## src/hw/snes_mem_pkg.sv

```systemverilog
////////////////////////////////////////
// SNES memory front end shared types
// Address widths, WRAM placement and the
// 16-bit word seen as bytes
////////////////////////////////////////

package snes_mem_pkg;

    // Byte address of the shared store space
    localparam int CPU_ADDR_W = 23;

    // Word address, one bit less than the byte address
    localparam int WORD_ADDR_W = CPU_ADDR_W - 1;

    localparam int WRAM_ADDR_W = 17;    // 128KB of WRAM

    // WRAM lives at banks 7E-7F of the store
    localparam logic [CPU_ADDR_W-WRAM_ADDR_W-1:0] WRAM_PREFIX = 6'b11_1111;

    localparam int DS_W = 2;            // Byte lanes per word

    // Store word, read whole or one byte at a time
    typedef union packed {
        logic [15:0] word;
        struct packed {
            logic [7:0] hi;             // Odd byte address
            logic [7:0] lo;             // Even byte address
        } b;
    } mem_word_t;

endpackage

```

## src/hw/mem_chan_if.sv

```systemverilog
////////////////////////////////////////
// Word channel to the store
// Toggle req/ack, pending while they differ
////////////////////////////////////////

`timescale 1ns/100ps

interface mem_chan_if;
    import snes_mem_pkg::*;

    logic [WORD_ADDR_W-1:0] addr;
    logic [15:0]            wdata;
    logic [DS_W-1:0]        ds;     // Byte lane select
    logic                   we;
    logic                   req;
    logic                   ack;
    mem_word_t              rdata;

    modport master (output addr, wdata, ds, we, req, input ack, rdata);

    modport slave (input addr, wdata, ds, we, req, output ack, rdata);

endinterface

```

## src/hw/rv_word_bridge.sv

```systemverilog
////////////////////////////////////////
// Soft-core word bridge
// Splits 32-bit strobed accesses into
// one or two 16-bit store requests
////////////////////////////////////////

`timescale 1ns/100ps

module rv_word_bridge (
    input  logic                                mclk,
    input  logic                                resetn,
    input  logic                                rv_valid,
    input  logic [snes_mem_pkg::CPU_ADDR_W-1:0] rv_addr,
    input  logic [31:0]                         rv_wdata,
    input  logic [3:0]                          rv_wstrb,
    output logic                                rv_ready,
    output logic [31:0]                         rv_rdata,
    mem_chan_if.master                          rv_ch
);
    import snes_mem_pkg::*;

    typedef enum logic [2:0] {
        RV_IDLE,
        RV_WAIT0,       // Low word in flight
        RV_DATA0,
        RV_WAIT1,       // High word in flight
        RV_DATA1
    } rv_state_t;

    rv_state_t       state;
    logic            rv_valid_r;
    logic            start;
    logic            wr_acc;
    logic            done;
    logic            word_sel;      // 1 selects the upper half
    logic [DS_W-1:0] ds_q;
    logic [15:0]     rdata0;

    assign start  = rv_valid & ~rv_valid_r;
    assign wr_acc = |rv_wstrb;
    assign done   = rv_ch.req == rv_ch.ack;

    assign rv_ch.addr  = {rv_addr[CPU_ADDR_W-1:2], word_sel};
    assign rv_ch.wdata = word_sel ? rv_wdata[31:16] : rv_wdata[15:0];
    assign rv_ch.ds    = ds_q;
    assign rv_ch.we    = wr_acc;

    assign rv_rdata = {rv_ch.rdata.word, rdata0};

    always_ff @(posedge mclk) begin
        if (!resetn) begin
            state      <= RV_IDLE;
            rv_ready   <= 1'b0;
            rv_ch.req  <= 1'b0;
            rv_valid_r <= 1'b0;
        end else begin
            rv_valid_r <= rv_valid;
            rv_ready   <= 1'b0;

            case (state)
                RV_IDLE: begin
                    if (start) begin
                        rv_ch.req <= ~rv_ch.req;
                        if (wr_acc && rv_wstrb[1:0] == 2'b00) begin
                            // Upper half only
                            word_sel <= 1'b1;
                            ds_q     <= rv_wstrb[3:2];
                            state    <= RV_WAIT1;
                        end else begin
                            word_sel <= 1'b0;
                            ds_q     <= wr_acc ? rv_wstrb[1:0] : 2'b11;
                            state    <= RV_WAIT0;
                        end
                    end
                end

                RV_WAIT0: begin
                    if (done) begin
                        if (wr_acc && rv_wstrb[3:2] == 2'b00) begin
                            rv_ready <= 1'b1;       // Only the lower half was strobed
                            state    <= RV_IDLE;
                        end else begin
                            rv_ch.req <= ~rv_ch.req;
                            word_sel  <= 1'b1;
                            ds_q      <= wr_acc ? rv_wstrb[3:2] : 2'b11;
                            state     <= wr_acc ? RV_WAIT1 : RV_DATA0;
                        end
                    end
                end

                RV_DATA0: begin
                    rdata0 <= rv_ch.rdata.word;     // Still the low word here
                    state  <= RV_WAIT1;
                end

                RV_WAIT1: begin
                    if (done) begin
                        if (wr_acc) begin
                            rv_ready <= 1'b1;
                            state    <= RV_IDLE;
                        end else begin
                            state <= RV_DATA1;
                        end
                    end
                end

                RV_DATA1: begin
                    rv_ready <= 1'b1;
                    state    <= RV_IDLE;
                end

                default: state <= RV_IDLE;
            endcase
        end
    end

endmodule

```

## src/flat_wrapper.sv

```systemverilog
// flat-port wrapper written by rule: the top's interface ports become plain ports
module rv_word_bridge_flat import snes_mem_pkg::*;
  (mclk, resetn, rv_valid, rv_addr, rv_wdata, rv_wstrb, rv_ready, rv_rdata, rv_ch_addr, rv_ch_wdata, rv_ch_ds, rv_ch_we, rv_ch_req, rv_ch_ack, rv_ch_rdata);
  mem_chan_if rv_ch_i ();
  input  logic mclk;
  input  logic resetn;
  input  logic rv_valid;
  input  logic [snes_mem_pkg::CPU_ADDR_W-1:0] rv_addr;
  input  logic [31:0] rv_wdata;
  input  logic [3:0] rv_wstrb;
  output logic rv_ready;
  output logic [31:0] rv_rdata;
  output wire logic [$bits(rv_ch_i.addr)-1:0] rv_ch_addr;
  output wire logic [$bits(rv_ch_i.wdata)-1:0] rv_ch_wdata;
  output wire logic [$bits(rv_ch_i.ds)-1:0] rv_ch_ds;
  output wire logic [$bits(rv_ch_i.we)-1:0] rv_ch_we;
  output wire logic [$bits(rv_ch_i.req)-1:0] rv_ch_req;
  input wire logic [$bits(rv_ch_i.ack)-1:0] rv_ch_ack;
  input wire logic [$bits(rv_ch_i.rdata)-1:0] rv_ch_rdata;
  assign rv_ch_addr = rv_ch_i.addr;
  assign rv_ch_wdata = rv_ch_i.wdata;
  assign rv_ch_ds = rv_ch_i.ds;
  assign rv_ch_we = rv_ch_i.we;
  assign rv_ch_req = rv_ch_i.req;
  assign rv_ch_i.ack = rv_ch_ack;
  assign rv_ch_i.rdata = rv_ch_rdata;
  rv_word_bridge u_core (.mclk(mclk), .resetn(resetn), .rv_valid(rv_valid), .rv_addr(rv_addr), .rv_wdata(rv_wdata), .rv_wstrb(rv_wstrb), .rv_ready(rv_ready), .rv_rdata(rv_rdata), .rv_ch(rv_ch_i));
endmodule
```

## config.mk

```make
export PLATFORM = sky130hd
export DESIGN_NAME = rv_word_bridge_flat
export DESIGN_NICKNAME = d
export VERILOG_FILES = /design/src/hw/snes_mem_pkg.sv /design/src/hw/mem_chan_if.sv /design/src/hw/rv_word_bridge.sv /design/src/flat_wrapper.sv
export SDC_FILE = /design/constraint.sdc
export NUM_CORES = 1
export LEC_CHECK = 0
export ABC_AREA = 1
export BUFFER_PORTS_ARGS = -buffer_cell sky130_fd_sc_hd__buf_2
export CORE_AREA = 10 10 93 95
export DETAILED_ROUTE_END_ITERATION = 8
export DIE_AREA = 0 0 103 105
export GPL_TIMING_DRIVEN = 0
export PLACE_DENSITY = 0.55
export SYNTH_ARGS = -nofsm -noshare
export SYNTH_HDL_FRONTEND = slang
export SYNTH_SLANG_ARGS = --single-unit
```

## constraint.sdc

```tcl
create_clock -name mclk -period 5.4 [get_ports mclk]
set_input_delay 0.27 -clock mclk [delete_from_list [all_inputs] [get_ports mclk]]
set_output_delay 0.27 -clock mclk [all_outputs]
set_load 0.005 [all_outputs]
```

* Yosys cells after proc, flatten, opt, wreduce, memory -nomap -nowiden
Cells that the tools add are included.
Widths: inputs -> output; s select.
** Word-level totals
- Register bits :: 25
- Latch bits :: 0
- Memory bits (writable) :: 0
- ROM bits :: 0
- Input bits :: 79
- Output and inout bits :: 75
- Logic and storage cells :: 60
- Memories kept :: 0
** Operators by class
- Add/sub/neg operators :: 0
- $mul :: 0
- Divide/modulo/power cells :: 0
- Magnitude comparators :: 0
- Eq/ne operators :: 9
- Shift operators :: 0
- Mux-type cells :: 30
- Bitwise gates (word level) :: 3
- Reduce and logical (&&, ||, !) cells :: 11
** Operator list (count)
- $mux 16 :: 1
- $mux 3 :: 5
- $mux 2 :: 7
- $mux 1 :: 12
- $pmux 3 s4 :: 1
- $eq 3x2->1 const B :: 2
- $ne 2x1->1 const B :: 3
- $reduce_and 5->1 :: 1
- $logic_not 2->1 :: 2
- $pmux 1 s2 :: 2
- $pmux 2 s2 :: 1
- $reduce_and 4->1 :: 1
- $reduce_or 4->1 :: 1
- $eq 3x1->1 const B :: 1
- $eq 3x3->1 const B :: 1
- $logic_not 3->1 :: 1
- $pmux 1 s3 :: 1
- $reduce_and 3->1 :: 1
- $logic_and 1x1->1 :: 2
- $ne 2x2->1 const B :: 1
- $not 1->1 :: 2
- $reduce_and 2->1 :: 1
- $reduce_bool 2->1 :: 1
- $and 1x1->1 :: 1
- $eq 1x1->1 :: 1

* Logic depth before layout (Yosys ltp)
Gate-level depths: netlist of the first run.
- Word-level depth :: 5
- Gate-level depth with buffers :: 8
- Depth with buffers taken out :: 8

* Least setup slack after synthesis of the first run
OpenSTA, ideal clock, no wires.
- Path kind :: flip-flop to flip-flop
- Start :: reg u_core.state[0]
- End :: reg u_core.rdata0[0] (enable)
- Arrival time :: 1.324 ns
- Data required time :: 5.012 ns
- Path slack :: 3.688 ns
- Cell stages (with the launch flop) :: 4
- Buffers on the path :: 0
- Period minus slack after synthesis :: 1.712 ns
- Cell sequence :: dfxtp_1 > nor2_2 > nand2_1 > nor2_1
** On the way
- Longest elaborated chain between the ends :: 2
** Ends and longest elaborated chain
- start: declaration :: line rv_word_bridge.sv:30 : rv_state_t state;
- start signal: assignment :: line rv_word_bridge.sv:86 : state <= wr_acc ? RV_WAIT1 : RV_DATA0;
- $eq 3x2->1 :: line rv_word_bridge.sv:60 : case (state)
- $reduce_and 2->1 (no source line)
- end signal: assignment :: line rv_word_bridge.sv:92 : rdata0 <= rv_ch.rdata.word;
- end: declaration :: line rv_word_bridge.sv:37 : logic [15:0] rdata0;
No other way between the ends.
A chain may end at the register's enable or synchronous reset.

* Worst setup path after layout of the first run
- Start :: reg u_core.word_sel
- End :: out rv_ch_wdata[5]
** On the way
- Longest elaborated chain between the ends :: 1
** Ends and longest elaborated chain
- start: declaration :: line rv_word_bridge.sv:35 : logic word_sel;
- start signal: assignment :: line rv_word_bridge.sv:66 : word_sel <= 1'b1;
- start signal: assignment :: line rv_word_bridge.sv:70 : word_sel <= 1'b0;
- start signal: assignment :: line rv_word_bridge.sv:84 : word_sel <= 1'b1;
- $mux 16 :: line rv_word_bridge.sv:44 : assign rv_ch.wdata = word_sel ? rv_wdata[31:16] : rv_wdata[15:0];
- end: declaration :: line flat_wrapper.sv:14 : output wire logic [$bits(rv_ch_i.wdata)-1:0] rv_ch_wdata;
No other way between the ends.

==> results_dict.tcl, run 1 <==
set metrics [dict create \
    fin_util 0.344 \
    power_mw 0.546 \
    grt_pass1_wl_um 8020 \
    track_usage 0.0916 \
    critPathLaunch "u_core.word_sel$_SDFFCE_PP1P_" \
    antenna_found_initial 1 \
    cts_setup_buffers 0 \
    synthesis.nets 228 \
    worstSkewPairLatency_ps 270 \
    die-area_um2 10800 \
    root_buffer "clkbuf_8" \
    drt_iter0_markers 61 \
    ys_warn_count 0 \
    hold_class "in -> reg" \
    postCtsHoldBufs 0 \
    numPortBuffers 130 \
    ys_ff_latch 25 \
    period_minus_slack_ps 1790 \
    first_pass_iters 4 \
    pre_cts_ws_ps 3220 \
    yosysUniqueCellTypes 21 \
    clock-sinks 25 \
    setup_ws_ps 3610 \
    final_cell_mix "buf_2, buf_4, edfxtp_1" \
    dieHeight_um 105 \
    wl_um 5580 \
    status "completed" \
    rsz0062_at_grt "false" \
    cp.required_ps 5130 \
    netlist_area_um2 1520 \
    path_clk_slew_ps 90 \
    cts-buffers-inserted 3 \
    overflow 0 \
    crit_fanout 10 \
    avgSynthCellArea_um2 10.2 \
    drc 0 \
    coreArea_um2 6760 \
    slew_headroom 0.444 \
    synth_cells 149 \
    initial_core_util 0.225 \
    cts_resized 0 \
    setup-tns-final_ps 0 \
    dp_hpwl_um 5010 \
    vias 1441 \
    power.leakage_nw 1.18 \
    worstSetupEndpointType "output pin" \
    grt_max_degree 17 \
    cts.htree.levels 1 \
    critical_path_class "reg -> out" \
    power.density_nw_per_um2 235 \
    gp_congestion 0.848 \
    cts_buffer_depth 2 \
    wl_per_cell_um 15.3 \
    die_x_um 103 \
    max_freq_ghz 0.558 \
    via_per_inst 3.96 \
    seq_area_frac_synth 0.454 \
    cts_tree "done" \
    worstMarginPinSlew_ps 833 \
    slew_viol_final 0 \
    setup_viol 0 \
    cap_violations 0 \
    final_nets 363 \
    crit_path_start_kind "flop" \
    hold_viol_final 0 \
    ant_nets 0 \
    irDropWorstVdd_mv 0.0622 \
    timing.rr.start "u_core.state[0]$_SDFFE_PN0P_" \
    fin_worst_skew_ps 5.19 \
    final_common_cell "buf_2" \
    syn_to_final_growth_pct 52.9 \
    min_from "rv_ch_rdata[4]" \
    grt_pass1_vias 1582 \
    arrival_ps 1520 \
    io_pins 154 \
    rows 30 \
    drive_gt1_frac 0.724 \
    final.period_utilization 0.332 \
]
[cells by family (layout without fill, tap and decap cells)]
logic type             after synthesis  in the layout  share of synthesized area
AND/OR/NAND/NOR                     42             42                      0.155
AO/OA/AOI/OAI                       13             13                     0.0444
buffers and inverters               53            187                      0.228
other                                0              1                          0
multiplexers                        16             16                      0.119
flip-flops                          25             25                      0.454
[state kept, by name, summed over array words and instances, names as in the netlist]
register and flops:
u_core.rv_valid_r 1, u_core.rdata0 16, u_core.state 3, u_core.rv_ch.req 1, u_core.rv_ready 1, u_core.rv_ch.ds 2, u_core.word_sel 1
[worst paths after layout]
path | slack [ps] | end | cells after the start
min reg2reg | 580 | u_core.rv_ch.req$_SDFFE_PN0P_ | 2
min | 180 | u_core.rdata0[4]$_DFFE_PP_ | 1
max reg2reg | 3650 | u_core.rdata0[3]$_DFFE_PP_ | 3
max | 3610 | rv_ch_wdata[5] | 4
[stage by stage]
stage	hold slack, ps	instances	area, µm²
after floorplan	363	149	1520
after global placement	461	359	2270
after detailed placement	463	359	2270
after CTS	174	363	2320
after global routing	168	363	2320
final	184	364	2320
[cells in the mapped netlist (all sizes together)]
cell | n | share of area
inv | 13 | 0.032
a31oi | 2 | 0.0082
nor2 | 15 | 0.065
nand2 | 20 | 0.056
nor3 | 2 | 0.0099
mux2 | 16 | 0.12
edfxtp | 19 | 0.38
a21oi | 4 | 0.013
buf | 40 | 0.20
dfxtp | 6 | 0.079
nand4 | 1 | 0.0041
o21ai | 7 | 0.023
nand3 | 4 | 0.020
[cell type report]
| class | instances | area, µm² |
|---|---|---|
| Clock inverter | 1 | 7.51 |
| Inverter | 13 | 48.8 |
| Buffer | 40 | 298 |
| Fill cell | 685 | 4430 |
| Multi-Input combinational cell | 71 | 485 |
| Timing Repair Buffer | 130 | 651 |
| Tap cell | 80 | 100 |
| Clock buffer | 3 | 41.3 |
| Antenna cell | 1 | 2.50 |
| Sequential cell | 25 | 691 |
[metal layers]
metal	up-vias	GRT usage	routed length, µm
li1	725	-	-
met1	617	0.0855	1870
met2	97	0.174	2790
met3	2	0.0474	909
met4	0	0.0119	17
met5	-	0	0
[power breakdown]
group	switching (mW)	internal, mW	leakage, nW
Combinational	0.0960	0.0992	0.939
Clock	0.0619	0.0522	0.0217
Sequential	0.00943	0.228	0.223
[critical path, cell delays in order (launching register included)]
cell and delay (ps):
edfxtp_1 360, buf_2 200, buf_4 210, mux2_2 360
buf_2 130
(Power assumes the default switching activity.)
==> run 2, diff against run 1 <==
- clock period: 5.4 -> 1.7 ns (I/O delays scaled with it)
==> results_dict.tcl, run 2 (synthesis gave the netlist of run 1 again) <==
set metrics [dict create \
    grt_pass1_vias 1566 \
    die-area_um2 10800 \
    dp_cells 359 \
    arrival_ps 1510 \
    cts_buffer_depth 2 \
    cts.htree.levels 1 \
    status "completed" \
    ant_nets 0 \
    dieHeight_um 105 \
    numPortBuffers 130 \
    cp.required_ps 1620 \
    track_usage 0.0916 \
    dp_hpwl_um 4800 \
    root_buffer "clkbuf_8" \
    worstMarginPinSlew_ps 511 \
    power.leakage_nw 1.25 \
    p_comb_frac 0.367 \
    first_pass_iters 4 \
    drive_gt1_frac 0.683 \
    setup-tns-final_ps 0 \
    max_freq_ghz 0.627 \
    final.period_utilization 0.939 \
    swShare 0.304 \
    antenna_found_initial 0 \
    setup_viol 0 \
    syn_to_final_growth_pct 64.3 \
    crit_path_start_kind "flop" \
    grt_max_degree 17 \
    drt_iter0_markers 36 \
    hold_class "in -> reg" \
    fin_worst_skew_ps 7.43 \
    initial_core_util 0.225 \
    largest_reg_flops 16 \
    wl_um 5640 \
    p_sw_mw 0.537 \
    seqPwrFrac 0.427 \
    io_pins 154 \
    hold_viol_final 0 \
    clock-sinks 25 \
    rsz0062_at_grt "false" \
    final_cells 380 \
    power.density_nw_per_um2 708 \
    slew_viol_final 0 \
    p_clk_frac 0.206 \
    nFillCells 686 \
    period_minus_slack_ps 1600 \
    gp_congestion 0.757 \
    path_clk_slew_ps 90 \
    crit_fanout 10 \
    final_nets 380 \
    via_per_inst 3.97 \
    irDropWorstVdd_mv 0.338 \
    internal_power_mw 1.23 \
    vias 1507 \
    cap_violations 0 \
    antenna_cells 0 \
    drc 0 \
    worstSkewPairLatency_ps 270 \
    coreArea_um2 6760 \
    final_common_cell "buf_2" \
    top_register "u_core.rdata0" \
    wl_per_cell_um 14.9 \
    cts_tree "done" \
    overflow 0 \
    rows 30 \
    worstSetupEndpointType "output pin" \
    grt_pass1_wl_um 8000 \
    critical_path_class "reg -> out" \
    final_cell_mix "buf_2, buf_4, edfxtp_1" \
    cts-buffers-inserted 3 \
    hold_ws_ps 85.2 \
    die_x_um 103 \
    cts_setup_buffers 0 \
    slew_headroom 0.659 \
]
==> run 2: critical path, cell delays in order, from the launching register on <==
cell      delay (ps)
edfxtp_1         350
buf_2            200
buf_4            210
mux2_2           340
buf_2            130
==> run 2: path summary, 6_finish.rpt <==
path / from / to / slack, ps / cells past startpoint
worst max register to register: u_core.state[0]$_SDFFE_PN0P_ / u_core.rv_ch.ds[1]$_DFFE_PP_ / 200 / 6
worst max-delay path: u_core.word_sel$_SDFFCE_PP1P_ / rv_ch_wdata[5] / 100 / 4
worst min register to register: u_core.rv_ch.req$_SDFFE_PN0P_ / u_core.rv_ch.req$_SDFFE_PN0P_ / 570 / 2
worst min-delay path: resetn / u_core.rv_valid_r$_SDFF_PN0_ / 90 / 3
==> run 2: final cells by class <==
type	count	area, µm²	area share
plain buffers	40	298	0.119
clock buffers	3	41.3	0.0165
clock inverters	1	7.51	0.00301
inverters	13	48.8	0.0195
multi-input cells	71	490	0.196
flip-flops and latches	25	691	0.277
well taps	80	100	0.0401
repair buffers	147	821	0.329
==> run 2: metrics by stage <==
stage / power, mW / util / worst slack, ps / area, µm²
after floorplan: 1.13 / - / 237 / 1520
after global placement: 1.39 / 0.336 / -41.6 / 2270
after detailed placement: 1.40 / 0.336 / -67.0 / 2270
after CTS: 1.80 / 0.367 / 61.4 / 2480
after global routing: 1.90 / 0.370 / 0.861 / 2500
final: 1.77 / 0.370 / 104 / 2500
==> run 2: power by group through the flow <==
stage / combinational (mW) / clock [mW] / sequential (mW)
floorplan: 0.364 / 0 / 0.769
CTS: 0.658 / 0.386 / 0.755
global placement: 0.623 / 0 / 0.767
finish: 0.649 / 0.364 / 0.754
detailed placement: 0.626 / 0 / 0.769
global route: 0.727 / 0.407 / 0.761
==> run 2: routing by layer <==
layer / vias to the layer above / wire length (µm) / global-route usage
met3: 2 / 889 / 0.0408
li1: 758 / - / -
met2: 94 / 2900 / 0.178
met1: 653 / 1840 / 0.0846
met4: 0 / 19 / 0.0149
met5: - / 0 / 0
==> run 2: what timing repair did <==
| item | in CTS | in global routing |
|---|---|---|
| endpoints found under the setup margin | 16 | 0 |
| resized for setup | 1 | 0 |
| endpoints found under the hold margin | 15 | 2 |
| hold buffers | 15 | 2 |
