## src/hw/snes_mem_pkg.sv

```systemverilog
////////////////////////////////////////
// SNES memory front end shared types
// Address widths, WRAM placement and the
// 16-bit word seen as bytes
////////////////////////////////////////

package snes_mem_pkg;

    // Byte address of the shared store space
    localparam int CPU_ADDR_W = 23;

    // Word address, one bit less than the byte address
    localparam int WORD_ADDR_W = CPU_ADDR_W - 1;

    localparam int WRAM_ADDR_W = 17;    // 128KB of WRAM

    // WRAM lives at banks 7E-7F of the store
    localparam logic [CPU_ADDR_W-WRAM_ADDR_W-1:0] WRAM_PREFIX = 6'b11_1111;

    localparam int DS_W = 2;            // Byte lanes per word

    // Store word, read whole or one byte at a time
    typedef union packed {
        logic [15:0] word;
        struct packed {
            logic [7:0] hi;             // Odd byte address
            logic [7:0] lo;             // Even byte address
        } b;
    } mem_word_t;

endpackage

```

## src/hw/rom_loader.sv

```systemverilog
////////////////////////////////////////
// ROM loader
// Pairs streamed cartridge bytes into
// word writes and flags a finished load
////////////////////////////////////////

`timescale 1ns/100ps

module rom_loader (
    input  logic                                 mclk,
    input  logic                                 resetn,
    input  logic                                 loading,
    input  logic [7:0]                           load_data,
    input  logic                                 load_strb,
    output logic                                 loaded,
    output logic                                 wr_strb,
    output logic [snes_mem_pkg::WORD_ADDR_W-1:0] wr_addr,
    output logic [15:0]                          wr_data
);
    import snes_mem_pkg::*;

    logic [CPU_ADDR_W-1:0] load_addr;   // Next byte address
    logic [7:0]            even_byte;
    logic                  loading_r;

    always_ff @(posedge mclk) begin
        if (!resetn) begin
            load_addr <= '0;
            loading_r <= 1'b0;
            loaded    <= 1'b0;
            wr_strb   <= 1'b0;
        end else begin
            loading_r <= loading;
            wr_strb   <= 1'b0;
            if (loading && load_strb) begin
                load_addr <= load_addr + 1'b1;
                even_byte <= load_data;
                // Odd byte completes the pair
                if (load_addr[0]) begin
                    wr_strb <= 1'b1;
                    wr_addr <= load_addr[CPU_ADDR_W-1:1];
                    wr_data <= {load_data, even_byte};
                end
            end
            if (loading && !loading_r) begin   // New stream starts at 0
                load_addr <= '0;
                loaded    <= 1'b0;
            end
            if (!loading && loading_r)
                loaded <= 1'b1;
        end
    end

endmodule

```

## config.mk

```make
export PLATFORM = sky130hd
export DESIGN_NAME = rom_loader
export DESIGN_NICKNAME = d
export VERILOG_FILES = /design/src/hw/snes_mem_pkg.sv /design/src/hw/rom_loader.sv
export SDC_FILE = /design/constraint.sdc
export NUM_CORES = 1
export LEC_CHECK = 0
export ABC_AREA = 1
export BUFFER_PORTS_ARGS = -buffer_cell sky130_fd_sc_hd__buf_2
export CAP_MARGIN = 20
export CORE_MARGIN = 5
export CORE_UTILIZATION = 49
export DETAILED_ROUTE_END_ITERATION = 6
export PLACE_DENSITY = 0.73
export SYNTH_ARGS = -nofsm -noshare
export SYNTH_HDL_FRONTEND = slang
export SYNTH_SLANG_ARGS = --single-unit
```

## constraint.sdc

```tcl
create_clock -name mclk -period 3.8 [get_ports mclk]
set_clock_uncertainty 0.2 [all_clocks]
set_input_delay 0.38 -clock mclk [delete_from_list [all_inputs] [get_ports mclk]]
set_output_delay 0.38 -clock mclk [all_outputs]
set_load 0.05 [all_outputs]
```

After elaboration in Yosys (flattened, before gate mapping):

Index checks and enable logic that the tools add are counted.

* bits in registers: 72
* input port bits: 12
* output and inout port bits: 40
* word-level logic and storage cells: 21

* add/sub/neg operators: 1
* mux-type cells: 3
* bitwise logic cells: 1
* reductions and logical operators: 9

Operators with widths (count)
* adder 23 x 1 -> 23 bit (second input constant): 1
* logical AND 1 bit: 3
* 2-to-1 mux 1 bit: 3
* AND reduction 3 bit: 1
* zero test 1 bit: 2
* AND reduction 2 bit: 1
* nonzero test 2 bit: 1
* OR reduction 2 bit: 1
* NOT 1 bit: 1

Logic depth before layout (Yosys ltp):

Gate-level depths: netlist of the first run.

* depth in word-level cells: 4
* mapped depth: 9
* mapped depth without buffers: 9

Worst setup path after synthesis of the first run:

OpenSTA, ideal clock, no wires.

* kind: register to register
* from: reg load_addr[0]
* to: reg wr_addr[0] (netlist bit) (enable)
* setup time: 481 ps
* arrival: 3096 ps
* data required time: 3119 ps
* slack: 23 ps
* stages on the path, launching flop included: 3
* path buffers: 0
* period minus slack after synthesis: 3777 ps
* cells stage by stage: dfxtp_1 > inv_1 > nor3_1

* cells in the longest elaborated chain, start to end: 1

RTL lines
* start: declaration: line rom_loader.sv:22 `logic [CPU_ADDR_W-1:0] load_addr;`
* start signal: assignment: line rom_loader.sv:36 `load_addr <= load_addr + 1'b1;`
* AND reduction 3 bit (no line)
* end signal: assignment: line rom_loader.sv:41 `wr_addr <= load_addr[CPU_ADDR_W-1:1];`
* end: declaration: line rom_loader.sv:17 `output logic [snes_mem_pkg::WORD_ADDR_W-1:0] wr_addr,`

No other way between the ends.
A chain may end at the register's enable or synchronous reset.

Worst setup path in the final report of the first run:

* from: reg load_addr[0]
* to: reg load_addr[18]

* cells in the longest elaborated chain, start to end: 1

RTL lines (line)
* adder 23 x 1 -> 23 bit: rom_loader.sv:36

No other way between the ends.

==> qor.csv, run 1 <==
metric,value,unit
cts_buffers,9,
hold_end,even_byte[0]$_DFFE_PP_,
slew-limit-headroom,58.6,%
drive_gt1_share,27.2,%
synth_top_cells_by_area,"edfxtp_1, dfxtp_1, nand2_1",
placed_area,0.00313,mm^2
highest_layer,met4,
num_rows,27,
gp_congestion,0.820,
antenna_found_initial,0,
finalSetupTns,0,ns
fillers,459,
grt-ovfl-total,0,
crit_path_end_kind,register,
fp.dieW,85.3,um
critPathSlowestCell,dfxtp_1,
report.final.slew_viol_count,0,
netlist.area_leader.share,49.8,%
synth_top_cell_by_area,edfxtp_1,
ff2ff_path_depth,9,
maxCapViolations,0,
final_cell_mix,"buf_2, nand2_1, edfxtp_1",
routed_wl,4.96,mm
rsz0062_at_grt,false,
core_area,0.00551,mm^2
pre_cts_ws,2.04,ns
ctsResizeCount,0,
gr-usage-all-layers,14.6,%
placement.io_buffers,51,
antenna_left,0,
critPathArrivalTime,1.79,ns
fin_nets,330,
holdPathStages,1,
fmax,583,MHz
vias,1886,
p_leak,1.34,nW
period_share,45.1,%
seq_area_frac_synth,68.5,%
cp.required,3.87,ns
r2r-start,load_addr[0]$_SDFFE_PP0P_,
first_iter_violations,107,
hold_start,load_data[0],
power_density,442,mW/mm^2
crit_type,register to register,
setup_viol,0,
wl_per_cell,12.6,um
start_util,50.4,%
yosysWarnings,0,
final_cell_area,0.00332,mm^2
crit_fanout,5,
final_common_cell,buf_2,
areaGrowthSynthToFinish,19.7,%
post-cts-setup-buffers,0,
insertedDiodeCount,0,
fin_crit,1.72,ns
clk_path_buf_depth,2,
crit_top_cell,nand2_1,
ir_worst_vdd,0.247,mV
r2r_slack,2.08,ns
cts_htree_levels,3,
ys_ff_latch,72,
cts-root-buf,clkbuf_8,
syn_avg_cell_area,11.0,um^2
first_global_vias,1744,
hold_path.class,primary input to register,
ys_types,26,
hold_violations,0,
synthCells,252,
routed_via_density,4.81,
io_pins,52,
drcViolationCount,0,
worst_slew_pin_slew,0.619,ns
syn_nets,267,
cts_tree,done,
wl_met2,2.34,mm
dr.pass1.iters,4,
grt_first_pass_wirelength,8.19,mm
r2r-end,load_addr[18]$_SDFFE_PP0P_,
wirelength_met1,2.19,mm
total_power,0.00147,W
ctsHoldBuffers,0,
die_y,85.3,um
start_kind,register,
path_clk_slew,0.08,ns
dp_hpwl,3.66,mm
crit_chain,"ha_1, nand2_1, nor2_4, nand2_4, nor2_4, nand2_1, nand2_1, nand2_1, nor2_1",
worst_path_largest_cell_delay,0.40,ns
clkLatencyLatePin,0.34,ns
worst_slack,2.08,ns
cts.sinks,72,
netlist_area,0.00278,mm^2
grt_max_degree,39,
status,completed,
wl_met3,297,um
dieArea,0.00727,mm^2
-- worst max-delay path, delay by kind of cell, from the launching register on --
| family | cells | cell delay, ns |
|---|---|---|
| fa+ha+maj | 1 | 0.23 |
| flops | 1 | 0.40 |
| simple gates | 8 | 0.83 |
-- worst max path at each step --
| stage | from | to | slack (ns) | cells past startpoint |
|---|---|---|---|---|
| 5_1_grt | load_addr[1]$_SDFFE_PP0P_ | load_addr[18]$_SDFFE_PP0P_ | 1.99 | 9 |
| 3_3_place_gp | loading | wr_addr[12]$_DFFE_PP_ | 2.07 | 4 |
| 2_1_floorplan | load_addr[0]$_SDFFE_PP0P_ | wr_addr[0]$_DFFE_PP_ | 0.02 | 2 |
| 4_1_cts | load_addr[0]$_SDFFE_PP0P_ | wr_addr[17]$_DFFE_PP_ | 2.10 | 3 |
| 6_report | load_addr[0]$_SDFFE_PP0P_ | load_addr[18]$_SDFFE_PP0P_ | 2.08 | 9 |
| 3_5_place_dp | loading | wr_addr[16]$_DFFE_PP_ | 2.04 | 4 |
-- area by class of cell --
cell class              instances  area [um^2]  area share [%]
multi-input cells             150          757            22.8
repair buffers                 53          270            8.13
flip-flops and latches         72         1900            57.2
clock inverters                 6         68.8            2.07
clock buffers                  10          128            3.84
inverters                      29          109            3.27
well taps                      72         90.1            2.71
-- logic make-up (layout without fill, tap and decap cells) --
logic type / count (synthesis) / count (layout) / synth area share, %
xor+xnor: 1 / 1 / 0.316
compound gates: 20 / 20 / 3.92
flops: 72 / 72 / 68.5
fa+ha+maj: 3 / 3 / 1.35
simple gates: 126 / 126 / 21.5
buf+inv: 30 / 98 / 4.42
-- cells in the mapped netlist --
master / instances
nand2_4: 2
a21o_1: 1
edfxtp_1: 46
nand4_1: 3
nand2_2: 3
nor2_8: 1
nand2_1: 50
nor2_2: 5
nor2_4: 4
xnor2_1: 1
inv_1: 27
ha_1: 3
and2_1: 1
clkbuf_8: 1
a21oi_1: 10
a211oi_1: 1
inv_2: 2
nor3_1: 5
a31oi_1: 1
nor2_1: 39
o21ai_0: 6
nand3_2: 1
o21a_1: 1
dfxtp_1: 26
nor3b_1: 2
nand3_1: 10
-- power breakdown --
part	leakage, nW	switching, W	internal (W)
Combinational	0.588	0.0000310	0.0000124
Sequential	0.653	0.00000315	0.000835
Clock	0.0968	0.000280	0.000306
Total	1.34	0.000315	0.00115
-- state kept, by name (all words and copies together), names as in the netlist --
name / flops
even_byte: 8
load_addr: 23
loaded: 1
loading_r: 1
wr_addr: 22
wr_strb: 1
wr_data: 16
-- stage by stage --
step | utilization [%] | std cells | hold WS (ns)
CTS | 60.4 | 392 | 0.0150
detailed placement | 56.8 | 376 | 0.205
global route | 60.4 | 392 | 0.00908
finish | 60.4 | 392 | 0.0227
floorplan | - | 252 | 0.200
global placement | 56.8 | 376 | 0.202
-- per-layer routing --
| layer | GRT usage (%) | up-vias |
|---|---|---|
| met5 | 0 | - |
| met4 | 8.78 | 0 |
| met3 | 3.20 | 9 |
| met2 | 23.1 | 50 |
| met1 | 18.3 | 863 |
| li1 | - | 964 |
(Power assumes the default switching activity.)
==> run 2, diff against run 1 <==
CORE_UTILIZATION = 54   (was 49)
PLACE_DENSITY = 0.76   (was 0.73)
clock period = 1.7 ns   (was 3.8 ns; I/O delays follow)
==> run 2 against run 1 <==
Compared with the run above: register-to-register slack got worse by 2.0 ns; largest cell class unchanged; non-clock buffer count rose by 15; clock power rose by 130%; via count rose by 2.1%; die area fell by 8.2%; final cell count rose by 3.3%; power rose by 130%; utilization rose by 9.3 points; first-iteration DRC count rose by 4.7%; clock-buffer cell count fell by 1.
==> qor.csv, run 2 (synthesis results as in run 1) <==
metric,value,unit,change
r2r-start,load_addr[6]$_SDFFE_PP0P_,,
gp_congestion,0.864,,+5.4%
core_area,0.00504,mm^2,-8.4%
total_power,0.00335,W,+130%
hold_start,even_byte[1]$_DFFE_PP_,,
start_kind,primary input,,
antenna_left,0,,unchanged
drcViolationCount,0,,unchanged
period_share,95.5,%,
cts-root-buf,clkbuf_8,,
io_pins,52,,unchanged
cts.sinks,72,,unchanged
maxCapViolations,0,,unchanged
setup_viol,0,,unchanged
placed_area,0.00317,mm^2,+1.3%
status,completed,,
regMostFlops,load_addr,,
grt_max_degree,33,,-15%
hold-worst-slack,0.223,ns,+0.200 ns
critPathArrivalTime,1.66,ns,-0.13 ns
cts_buffers,9,,unchanged
worst_path_largest_cell_delay,0.52,ns,+0.12 ns
fmax,616,MHz,
cts_htree_levels,3,,unchanged
routed_via_density,4.75,,-1.2%
crit_chain,"dlygate4sd3_1, buf_2, ha_1, nor2_2, inv_1, a211oi_1",,
final_cell_mix,"buf_2, nand2_1, edfxtp_1",,
critPathSlowestCell,dlygate4sd3_1,,
antenna_found_initial,0,,unchanged
ff2ff_path_depth,7,,-2
clkLatencyLatePin,0.34,ns,about the same
report.final.slew_viol_count,0,,unchanged
largestRegisters,"load_addr: 23 flops, wr_addr: 22 flops, wr_data: 16 flops",,
crit_type,primary input to register,,
final_common_cell,buf_2,,
grt_first_pass_wirelength,8.24,mm,+0.59%
ir_worst_vdd,0.668,mV,+170%
fin_nets,345,,+4.5%
worst_slew_pin_slew,0.263,ns,-0.355 ns
dp_hpwl,3.57,mm,-2.6%
p_leak,1.41,nW,+5.3%
finalSetupTns,0,ns,unchanged
crit_path_end_kind,register,,
holdPathStages,0,,-1
placement.io_buffers,51,,unchanged
vias,1925,,+2.1%
crit_fanout,8,,+3
cts_tree,done,,
first_global_vias,1836,,+5.3%
largest_register_ffs,23,,unchanged
path_clk_slew,0.08,ns,about the same
post-cts-setup-buffers,0,,unchanged
hold_violations,0,,unchanged
power_density,953,mW/mm^2,+120%
drive_gt1_share,29.3,%,+2.1 points
fp.dieW,81.7,um,-4.2%
die_y,81.7,um,-4.2%
areaGrowthSynthToFinish,26.5,%,
final_cell_area,0.00351,mm^2,+5.6%
first_iter_violations,112,,+4.7%
clk_path_buf_depth,2,,unchanged
hold_end,wr_data[1]$_DFFE_PP_,,
hold_path.class,register to register,,
gr-usage-all-layers,16.8,%,+2.2 points
crit_start,loading,,
dr.pass1.iters,4,,unchanged
rsz0062_at_grt,false,,
r2r_slack,0.12,ns,-1.96 ns
start_util,55.1,%,+4.6 points
fin_crit,1.62,ns,
num_rows,26,,-3.7%
insertedDiodeCount,0,,unchanged
wl_per_cell,12.5,um,-1.0%
cp.required,1.74,ns,-2.13 ns
r2r-end,load_addr[21]$_SDFFE_PP0P_,,
grt-ovfl-total,0,,unchanged
slew-limit-headroom,82.3,%,+24 points
routed_wl,5.07,mm,+2.2%
dieArea,0.00668,mm^2,-8.2%
==> run 2: area by class of cell <==
type / instances / area, um^2
flip-flops and latches: 72 / 1910
clock buffers: 9 / 124
fillers: 357 / 1530
clock inverters: 7 / 77.6
inverters: 29 / 109
multi-input cells: 150 / 778
well taps: 70 / 87.6
repair buffers: 68 / 425
==> run 2: worst max path at each step <==
| stage | endpoint | slack (ns) | depth (start not counted) |
|---|---|---|---|
| after floorplan | wr_addr[0]$_DFFE_PP_ | -0.23 | 2 |
| after global placement | load_addr[20]$_SDFFE_PP0P_ | 0.18 | 8 |
| after detailed placement | load_addr[16]$_SDFFE_PP0P_ | 0.09 | 8 |
| after CTS | load_addr[16]$_SDFFE_PP0P_ | 0.06 | 8 |
| after global routing | load_addr[16]$_SDFFE_PP0P_ | 0.001 | 8 |
| final | load_addr[4]$_SDFFE_PP0P_ | 0.08 | 6 |
==> run 2: per-stage QoR <==
step	setup slack, ns	instances	utilization (%)
floorplan	-0.232	252	-
global placement	0.175	377	62.8
detailed placement	0.0899	377	62.8
CTS	0.0601	405	69.2
global route	0.00124	405	69.6
finish	0.0772	405	69.6
==> run 2: routing by layer <==
| metal | vias up | share of wire [%] | global-route usage [%] |
|---|---|---|---|
| met5 | - | 0 | 0 |
| met4 | 0 | 2.2 | 9.63 |
| met3 | 9 | 6.1 | 3.84 |
| met2 | 64 | 48 | 27.3 |
| met1 | 861 | 44 | 20.7 |
| li1 | 991 | - | - |
==> run 2: critical path: cells and delay by family <==
kind                     cells  cell delay, ns
AO/OA/AOI/OAI                1            0.30
AND/OR/NAND/NOR              1            0.15
adder cells (fa/ha/maj)      1            0.20
buffers and inverters        3            0.83
==> run 2: where the power goes <==
part / switching (W) / leakage [nW] / internal [W] / total (W)
Combinational: 0.0000770 / 0.657 / 0.0000498 / 0.000127
Clock: 0.000655 / 0.101 / 0.000692 / 0.00135
Sequential: 0.00000747 / 0.651 / 0.00187 / 0.00187
Total: 0.000739 / 1.41 / 0.00261 / 0.00335
==> run 2: timing repair <==
item	in CTS	in global routing
resized for setup	0	8
hold buffers	12	0
endpoints found under the setup margin	0	6
hold endpoints to repair	19	0
==> run 3, diff against run 2 <==
CORE_ASPECT_RATIO = 0.6   (was default)
==> run 3 against run 2 <==
Compared with the run above: sequential share of layout area is 0.87 points lower; non-clock buffer count increased by 1; combinational power about the same; largest power group unchanged; utilization grew 1.2 points; global-route usage is 1.4 points higher; setup slack lost 0.028 ns; die area rose by 0.70%.
==> qor.csv, run 3 (synthesis results as in run 1) <==
metric,value,unit,change
grtUsageMet2,28.5,%,+1.3 points
io_pins,52,,unchanged
p_leak,1.44,nW,+1.9%
vias,2005,,+4.2%
areaGrowthSynthToFinish,28.3,%,
report.final.slew_viol_count,0,,unchanged
first_iter_violations,117,,+4.5%
start_kind,primary input,,
largest_register_ffs,23,,unchanged
period_share,97.1,%,+1.6 points
power_density,1000,mW/mm^2,+5.4%
fin_nets,346,,+0.29%
slew-limit-headroom,80.4,%,-1.9 points
switching_power,0.000691,W,-6.6%
status,completed,,
grt_max_degree,28,,-15%
placed_area,0.00316,mm^2,-0.16%
critPathArrivalTime,1.49,ns,-0.17 ns
cp.required,1.54,ns,-0.20 ns
grtUsageMet3,6.47,%,+2.6 points
final_cell_area,0.00356,mm^2,+1.5%
start_util,55.2,%,+0.14 points
finalSetupTns,0,ns,unchanged
core_area,0.00503,mm^2,-0.25%
clkPwrFrac,44.0,%,+3.8 points
fmax,606,MHz,-1.7%
switching_share,19.3,%,-2.8 points
gp_congestion,0.877,,+1.5%
crit_type,primary input to register,,
die_y,65.5,um,-20%
grt_first_pass_wirelength,9.12,mm,+11%
fillers,384,,+7.6%
cts.sinks,72,,unchanged
antenna_found_initial,0,,unchanged
dr.pass1.iters,4,,unchanged
regMostFlops,load_addr,,
placement.io_buffers,51,,unchanged
first_global_vias,1950,,+6.2%
crit_path_end_kind,register,,
final_cell_mix,"buf_2, nand2_1, edfxtp_1",,
dp_hpwl,3.86,mm,+8.2%
wl_per_cell,13.9,um,+11%
hold_violations,0,,unchanged
gr-usage-all-layers,18.2,%,+1.4 points
maxCapViolations,0,,unchanged
insertedDiodeCount,0,,unchanged
p_int,0.00289,W,+11%
ir_worst_vdd,0.655,mV,-2.0%
clk_path_buf_depth,2,,unchanged
path_clk_slew,0.08,ns,about the same
grt-ovfl-total,0,,unchanged
setup_viol,0,,unchanged
drcViolationCount,0,,unchanged
p_comb_share,3.6,%,-0.2 points
cts_htree_levels,3,,unchanged
hold_path.class,register to register,,
largestRegisters,"load_addr: 23 flops, wr_addr: 22 flops, wr_data: 16 flops",,
routed_via_density,4.99,,+4.9%
fin_crit,1.65,ns,+0.0275 ns
routed_wl,5.58,mm,+10%
final_common_cell,buf_2,,
crit_fanout,27,,+19
cts-root-buf,clkbuf_8,,
busiest_layer,met2,,
sequentialPowerShare,52.4,%,-3.6 points
use_met1,23.8,%,+3.1 points
worst_slew_pin_slew,0.294,ns,+0.0303 ns
num_rows,20,,-23%
drive_gt1_share,29.8,%,+0.51 points
cts_tree,done,,
fp.dieW,103,um,+26%
dieArea,0.00672,mm^2,+0.70%
cts_buffers,9,,unchanged
clkLatencyLatePin,0.34,ns,about the same
antenna_left,0,,unchanged
run 3: critical path: stages:
cell and delay, ns:
dlygate4sd3_1 0.53, buf_2 0.16, nand2_4 0.12, nor3_4 0.27, buf_12 0.22
run 3: repair_timing:
item | 4_1_cts | 5_1_grt
setup buffers | 0 | 1
resized for setup | 0 | 12
endpoints found under the hold margin | 19 | 0
hold buffers | 12 | 0
setup endpoints to repair | 0 | 10
run 3: power by group through the flow:
stage          logic (W)  clock network, W  registers (W)
6_report        0.000129           0.00158        0.00188
5_1_grt         0.000142           0.00170        0.00188
4_1_cts         0.000125           0.00160        0.00188
3_5_place_dp    0.000103                 0        0.00192
3_3_place_gp    0.000101                 0        0.00191
2_1_floorplan  0.0000439                 0        0.00194
run 3: worst paths after layout:
| path | to | cells past startpoint | slack (ns) | from |
|---|---|---|---|---|
| setup / recovery | wr_addr[5]$_DFFE_PP_ | 5 | 0.05 | loading |
| hold / removal | wr_data[1]$_DFFE_PP_ | 0 | 0.21 | even_byte[1]$_DFFE_PP_ |
| setup reg to reg | load_addr[14]$_SDFFE_PP0P_ | 7 | 0.10 | load_addr[0]$_SDFFE_PP0P_ |
| hold reg to reg | wr_data[1]$_DFFE_PP_ | 0 | 0.21 | even_byte[1]$_DFFE_PP_ |
run 3: cell type report:
cell class	instances	area (um^2)	area share [%]
clock buffer	10	128	3.58
clock inverter	6	109	3.05
inverter	29	111	3.13
multi-input combinational	150	786	22.1
sequential	72	1910	53.5
tap	66	82.6	2.32
timing repair buffer	69	440	12.4
run 3: through the flow:
stage	util, %	setup WS, ns	hold slack, ns	std cells	total power (W)
detailed placement	62.9	0.0773	0.163	373	0.00202
global route	70.8	-0.000800	0.223	402	0.00371
floorplan	-	-0.232	0.0635	252	0.00198
global placement	62.9	0.167	0.161	373	0.00201
CTS	70.0	0.0672	0.215	401	0.00360
finish	70.8	0.0497	0.213	402	0.00358
run 3: layer usage:
metal	vias to the layer above	part of all wire (%)
li1	994	-
met1	929	42
met2	76	47
met3	6	10
met4	0	0.86
met5	-	0
